`config.mk`:
```
export PLATFORM = sky130hd
export DESIGN_NAME = hub_read_xlate
export DESIGN_NICKNAME = d
export VERILOG_FILES = /design/src/hub_pkg.sv /design/src/hub_read_xlate.sv
export SDC_FILE = /design/constraint.sdc
export NUM_CORES = 1
export LEC_CHECK = 0
export BUFFER_PORTS_ARGS = -buffer_cell sky130_fd_sc_hd__buf_4
export CAP_MARGIN = 20
export CORE_AREA = 2 2 78 72
export CTS_BUF_LIST = sky130_fd_sc_hd__clkbuf_8 sky130_fd_sc_hd__clkbuf_16
export DETAILED_ROUTE_END_ITERATION = 6
export DIE_AREA = 0 0 80 74
export MAX_ROUTING_LAYER = met4
export PLACE_DENSITY = 0.74
export SLEW_MARGIN = 20
export SYNTH_ARGS = -nofsm -noshare
export SYNTH_HDL_FRONTEND = slang
export SYNTH_SLANG_ARGS = --single-unit
```
`constraint.sdc`:
```
create_clock -name sysclk -period 4.7 [get_ports sysclk]
set_clock_uncertainty 0.05 [all_clocks]
set_input_delay 0.235 -clock sysclk [delete_from_list [all_inputs] [get_ports sysclk]]
set_output_delay 0.235 -clock sysclk [all_outputs]
set_load 0.03 [all_outputs]
```
`src/hub_pkg.sv`:
```
// hub package with the hub address map, board entry geometry and broadcast timing constants
package hub_pkg;

    // address bits 15:12 that select the hub space
    localparam logic [3:0] addr_hub = 4'd1;

    // address bits 11:2 of the hub registers at 0x1800 to 0x1803
    localparam logic [9:0] hub_reg_block = 10'b1000000000;

    // quadlets that each board contributes to one broadcast entry
    localparam logic [8:0] num_quads = 9'd29;

    // each entry occupies a 32-quadlet slot, so the read skips this many quadlets
    // to reach the start of the next entry
    localparam logic [8:0] quad_offset = 9'd32 - num_quads;

    // board slots in hub memory, and slots in the ordered read index
    localparam int num_boards = 16;

    // timer value at which the lowest selected board starts its broadcast,
    // roughly 3 us at the system clock
    localparam logic [13:0] first_board_delay = 14'd150;

    // busy time of the broadcast transmitter for one packet
    localparam int bc_xmit_cycles = 40;

    // width of the transmitter busy counter
    localparam int bc_cnt_w = $clog2(bc_xmit_cycles + 1);

    // pattern stamped into bits 15:14 of an updated first quadlet
    localparam logic [1:0] upd_flag = 2'b10;

endpackage

```
`src/hub_read_xlate.sv`:
```
// hub read translator that maps sequential read addresses onto 32-quadlet board entries
`timescale 1ns/10ps

module hub_read_xlate
    import hub_pkg::*;
(
    input  logic        sysclk,
    input  logic        write_trig_reset,
    input  logic [15:0] reg_raddr,
    input  logic        query_wen,
    input  logic [63:0] read_index_flat,
    output logic [8:0]  mem_raddr,
    output logic [3:0]  read_board,
    output logic        is_extra
);

    // running entry boundary in the sequential space, 29, 58, 87 and so on
    logic [8:0] mult_nq;
    // gap accumulated so far between sequential and memory addresses
    logic [8:0] offset;
    logic [8:0] raddr_offset;
    logic [3:0] slot;
    logic [3:0] first_board;
    logic       hub_mem_read;
    logic       at_boundary;

    assign hub_mem_read = (reg_raddr[15:12] == addr_hub) && (reg_raddr[11:9] == 3'd0);
    assign at_boundary  = (reg_raddr[8:0] == mult_nq);

    // the boundary re-arms on a query and on a read of address 0, so the hub can
    // be read again from the start, or in contiguous pieces
    always_ff @(posedge sysclk) begin
        if (write_trig_reset) begin
            mult_nq <= num_quads;
            offset  <= '0;
        end else if (query_wen || (hub_mem_read && (reg_raddr[8:0] == 9'd0))) begin
            mult_nq <= num_quads;
            offset  <= '0;
        end else if (hub_mem_read && at_boundary) begin
            mult_nq <= mult_nq + num_quads;
            offset  <= offset + quad_offset;
        end
    end

    // the boundary address itself already belongs to the next entry, while the
    // registered offset only catches up one cycle later
    assign raddr_offset = at_boundary ? reg_raddr[8:0] + offset + quad_offset
                                      : reg_raddr[8:0] + offset;

    // look the entry slot up in the board index
    always_comb begin
        slot        = raddr_offset[8:5];
        read_board  = read_index_flat[63 - 4 * slot -: 4];
        first_board = read_index_flat[63:60];
    end

    // the index repeats, so meeting the slot 0 board again after the first
    // boundary means the read has run past the last entry
    assign is_extra = (offset != 9'd0) && (read_board == first_board);

    assign mem_raddr = {read_board, raddr_offset[4:0]};

endmodule

```
# --- Word level (Yosys, flattened, before mapping) ---
# Index checks and enable logic that the tools add are counted.
# Widths: inputs -> output; s select.
totals:
  in_bits: 83
  output_inout_bits: 14
  regBits: 18
op_classes:
  reduce_logical: 9
  addsub: 5
  n_shift: 1
  muxes: 1
  eq_ne: 3
op_table:
  columns: ["operator", "n"]
  rows:
  - ["$shiftx 67x33->4", 1]
  - ["$add 9x2->9 const B", 2]
  - ["$add 9x5->9 const B", 1]
  - ["$add 9x9->9", 1]
  - ["$eq 9x9->1", 1]
  - ["$logic_not 9->1", 1]
  - ["$mux 9", 1]
  - ["$reduce_bool 9->1", 1]
  - ["$sub 6x6->7 const A", 1]
  - ["$eq 4x1->1 const B", 1]
  - ["$eq 4x4->1", 1]
  - ["$logic_and 1x1->1", 4]
  - ["$logic_not 3->1", 1]
  - ["$reduce_or 2->1", 1]
  - ["$logic_or 1x1->1", 1]

# --- Depth between registers and ports, before layout ---
depth:
  depth_word: 7
  mapped_depth: 15
  depth_no_buf: 14

# --- Worst setup path before layout ---
# OpenSTA, ideal clock, no wires.
synth_path:
  kind: "flip-flop to output port"
  startpoint: "register offset[0]"
  endpoint: "output is_extra"
  stages_incl_launch_ff: 14
  path_slack_ns: -0.099
  arrival_ns: 4.514
  required_ns: 4.415
  cell_sequence: "dfxtp_1 -> ha_1 -> fa_1 -> a211o_1 -> and3_4 -> nor4_4 -> nand2_1 -> xnor2_2 -> buf_4 -> mux4_1 -> nand2_1 -> nand4_1 -> xor2_1 -> nor4_2"
synth_between:
  elab_chain_cells: 7
synth_lines:
  columns: ["element", "line_no", "source"]
  rows:
  - ["from (decl)", "hub_read_xlate.sv:20", "logic [8:0] offset;"]
  - ["from (signal assigned)", "hub_read_xlate.sv:41", "offset <= offset + quad_offset;"]
  - ["$add 9x9->9 *", "hub_read_xlate.sv:47, hub_read_xlate.sv:48", null]
  - ["$add 9x2->9", "hub_read_xlate.sv:47", "assign raddr_offset = at_boundary ? reg_raddr[8:0] + offset + quad_offset"]
  - ["$mux 9 *", "hub_read_xlate.sv:47", null]
  - ["$sub 6x6->7 *", "hub_read_xlate.sv:53", "read_board = read_index_flat[63 - 4 * slot -: 4];"]
  - ["$shiftx 67x33->4 *", "hub_read_xlate.sv:53", null]
  - ["via mem_raddr[5]", "hub_read_xlate.sv:12", "output logic [8:0] mem_raddr,"]
  - ["$eq 4x4->1 *", "hub_read_xlate.sv:59", "assign is_extra = (offset != 9'd0) && (read_board == first_board);"]
  - ["$logic_and 1x1->1 *", "hub_read_xlate.sv:59", null]
  - ["to (decl)", "hub_read_xlate.sv:14", "output logic is_extra"]
# Mark *: on every way through the listed nets, which the timed path passes. The rest lies on a longest branch.

# --- Final worst setup path ---
layout_path:
  startpoint: "register offset[0]"
  endpoint: "output is_extra"
layout_between:
  elab_chain_cells: 7
layout_lines:
  columns: ["element", "line_no"]
  rows:
  - ["$add 9x9->9", "hub_read_xlate.sv:47, hub_read_xlate.sv:48"]
  - ["$add 9x2->9", "hub_read_xlate.sv:47"]
  - ["$mux 9", "hub_read_xlate.sv:47"]
  - ["$sub 6x6->7", "hub_read_xlate.sv:53"]
  - ["$shiftx 67x33->4", "hub_read_xlate.sv:53"]
  - ["$eq 4x4->1", "hub_read_xlate.sv:59"]
  - ["$logic_and 1x1->1 *", "hub_read_xlate.sv:59"]
# Every way passes the cells marked *; elsewhere a longest branch is shown, timed or not.

==> summary.txt <==
Synthesis
  • Synth Flop Type: dfxtp_1
  • Async SR Flop Fraction: 0%
  • Net count after synthesis: 345
  • Most frequent cells after synthesis: 28 x nor2_1, 22 x xor2_1, 18 x dfxtp_1
  • Post-synth EDFFs: 0
  • Most common cell in the netlist: nor2_1
  • Cell taking the most area after synthesis: dfxtp_1
  • #FFs+latches synth: 18
  • Syn Inst Count: 249
  • Top cell type's share of synthesized area: 16.2%
  • Sequential area share after synthesis: 16.2%
  • Synth warnings: 0
  • Synth area leaders: dfxtp_1 16%, mux4_1 9.5%, xor2_1 8.7%
  • Avg Inst Size Synth: 8.91 um2
  • Synth cell types: 50
  • Mapped Area: 2220 um2

Floorplanning
  • Site Rows: 25
  • Die Ht: 74 um
  • Core area: 5130 um2
  • # IOs: 97
  • Initial core utilization: 43.2%
  • Chip width: 80 um
  • Die area: 5920 um2

Min path
  • Type of the worst min-delay path: in -> reg

STA
  • Max Freq: 0.215 GHz
  • Worst Tran Pin Value: 0.612 ns
  • Max-slew headroom: 58.8%
  • Fin crit share: 98.9%
  • Final setup margin: 0.0523 ns
  • Fin crit period: 4.65 ns
  • Fin. max-slew vios: 0
  • Final setup vio count: 0
  • Hold Vio Cnt, Final: 0

Finish
  • Multi-input combinational cell area: 1850 um2
  • Fillers: 454
  • Total area of sequential cells: 362 um2
  • Antenna fix cells: 0
  • Final nets: 452
  • Layout cells sized above 1: 40.0%
  • P&R area growth vs syn: 45.0%
  • Design Area, Final: 3220 um2

Global route
  • Largest net degree at the start of global routing: 19
  • Initial antenna violation count: 0
  • Gr usage total: 20.9%
  • Number of global-route vias before repair: 2164
  • Remaining Overflow, GRT: 0
  • First-pass GRT wire length: 9.59 mm

Placement
  • Port Buffer Count: 96
  • GP Congestion: 0.925
  • Post-DP HPWL: 5.21 mm
  • Placed Area: 2990 um2
  • Pre-CTS setup slack: 0.266 ns

Clock network
  • Num CTS Buffers: 3
  • # H-tree levels: 1
  • Root Driver: clkbuf_8
  • Worst-Skew Late Latency: 0.26 ns
  • Clock Tree Buf Depth: 2
  • TritonCTS clock tree: yes
  • Clock-pin slew on the worst setup and hold paths: 0.07 ns
  • CTS Hold Bufs: 0
  • Clock sinks: 18

Detailed routing
  • DR WL/cell: 15.4 um
  • Pre-antenna DRT Iters: 4
  • Antenna-violating nets left: 0
  • Vias: 2280
  • DR iter-0 viols: 104
  • Post-Route WL: 6.51 mm
  • Vias per cell: 5.40
  • DRC: 0

Setup path
  • CP Max Fanout: 6
  • Arr. time, crit path: 4.36 ns
  • Crit Path Class: reg -> out
  • Worst Path Required: 4.41 ns
  • Crit path launch type: flop
  • Worst setup EP type: output pin

Run
  • Max Cap Violations: 0

Power and ir drop
  • Worst vdd ir: 161 uV
  • Power Density: 155 nW/um2
  • Pleak: 1.42 nW

Run status
  • Status: finished, final reports clean
cell usage in the layout (no fill, tap or decap), types with 6 or more instances in the layout:
master and n:
a21oi_1 10, buf_4 108, dfxtp_1 17, ha_1 10
inv_1 7, mux2i_1 7, mux4_1 8, nand2_1 13
nand2b_1 7, nand3_1 13, nor2_1 28, nor3_1 8
nor4_1 6, o21ai_0 6, xnor2_1 16, xor2_1 20
through the flow:
step | instances | hold WS [ns] | util (%) | TNS (ns) | power, W
2_1_floorplan | 249 | 0.437 | - | 0 | 0.000273
3_3_place_gp | 406 | 0.456 | 58.4 | 0 | 0.000352
3_5_place_dp | 406 | 0.461 | 58.4 | 0 | 0.000355
4_1_cts | 416 | 0.439 | 60.3 | 0 | 0.000485
5_1_grt | 422 | 0.496 | 62.7 | -0.0919 | 0.000519
6_report | 422 | 0.452 | 62.7 | 0 | 0.000497
worst max-delay path, stage by stage (launching register included):
cell and delay, ns:
dfxtp_2 0.34, ha_2 0.21, fa_2 0.55, inv_1 0.05
ha_2 0.20, nor2_1 0.10, and4_1 0.24, nand4_1 0.19
nor3_2 0.26, xnor3_2 0.52, buf_6 0.16, buf_4 0.12
mux4_2 0.27, nand2_1 0.09, nand3_2 0.11, xor2_2 0.18
nor4_4 0.30, buf_4 0.20
worst paths after layout:
check | from | to | slack (ns) | cells after the start
min | reg_raddr[12] | mult_nq[1] | 0.45 | 5
max reg2reg | mult_nq[0] | offset[8] | 1.96 | 10
max | offset[0] | is_extra | 0.05 | 17
min reg2reg | mult_nq[1] | mult_nq[1] | 0.48 | 2
what timing repair did:
action / in CTS / in global routing
resized for setup: 0 / 14
setup endpoints to repair: 1 / 1
gates cloned: 0 / 1
buffers inserted: 6 / 5
pin swaps: 0 / 8
power breakdown:
part	total, W	internal [W]	switching [W]
combinational	0.000218	0.000117	0.000101
clock	0.000127	0.0000745	0.0000521
sequential	0.000152	0.000152	0.000000000896
total	0.000497	0.000344	0.000153
final cells by class:
cell class	instances	area share (%)
clock buffer	4	1.71
inverter	7	0.817
multi-input combinational	216	57.4
sequential	18	11.2
tap	67	2.61
timing repair buffer	110	26.2
registers in the layout, summed over array words and instances (netlist names):
signal and count:
mult_nq 9, offset 9
logic make-up after synthesis:
kind of cell	share of synthesized area (%)
muxes	19.2
adders and majority gates	7.67
AOI/OAI and AO/OA	11.4
and+or+nand+nor	24.4
xor gates and xnor gates	17.2
buffers and inverters	3.89
DFF	16.2
metal layers:
layer,track usage (%),wire [um],up-vias
met5,-,0,-
met4,5.46,99,0
met2,36.5,3510,35
li1,-,-,1145
met3,1.70,169,10
met1,26.3,2740,1090
Note: power is estimated with default switching activity, not from simulation.
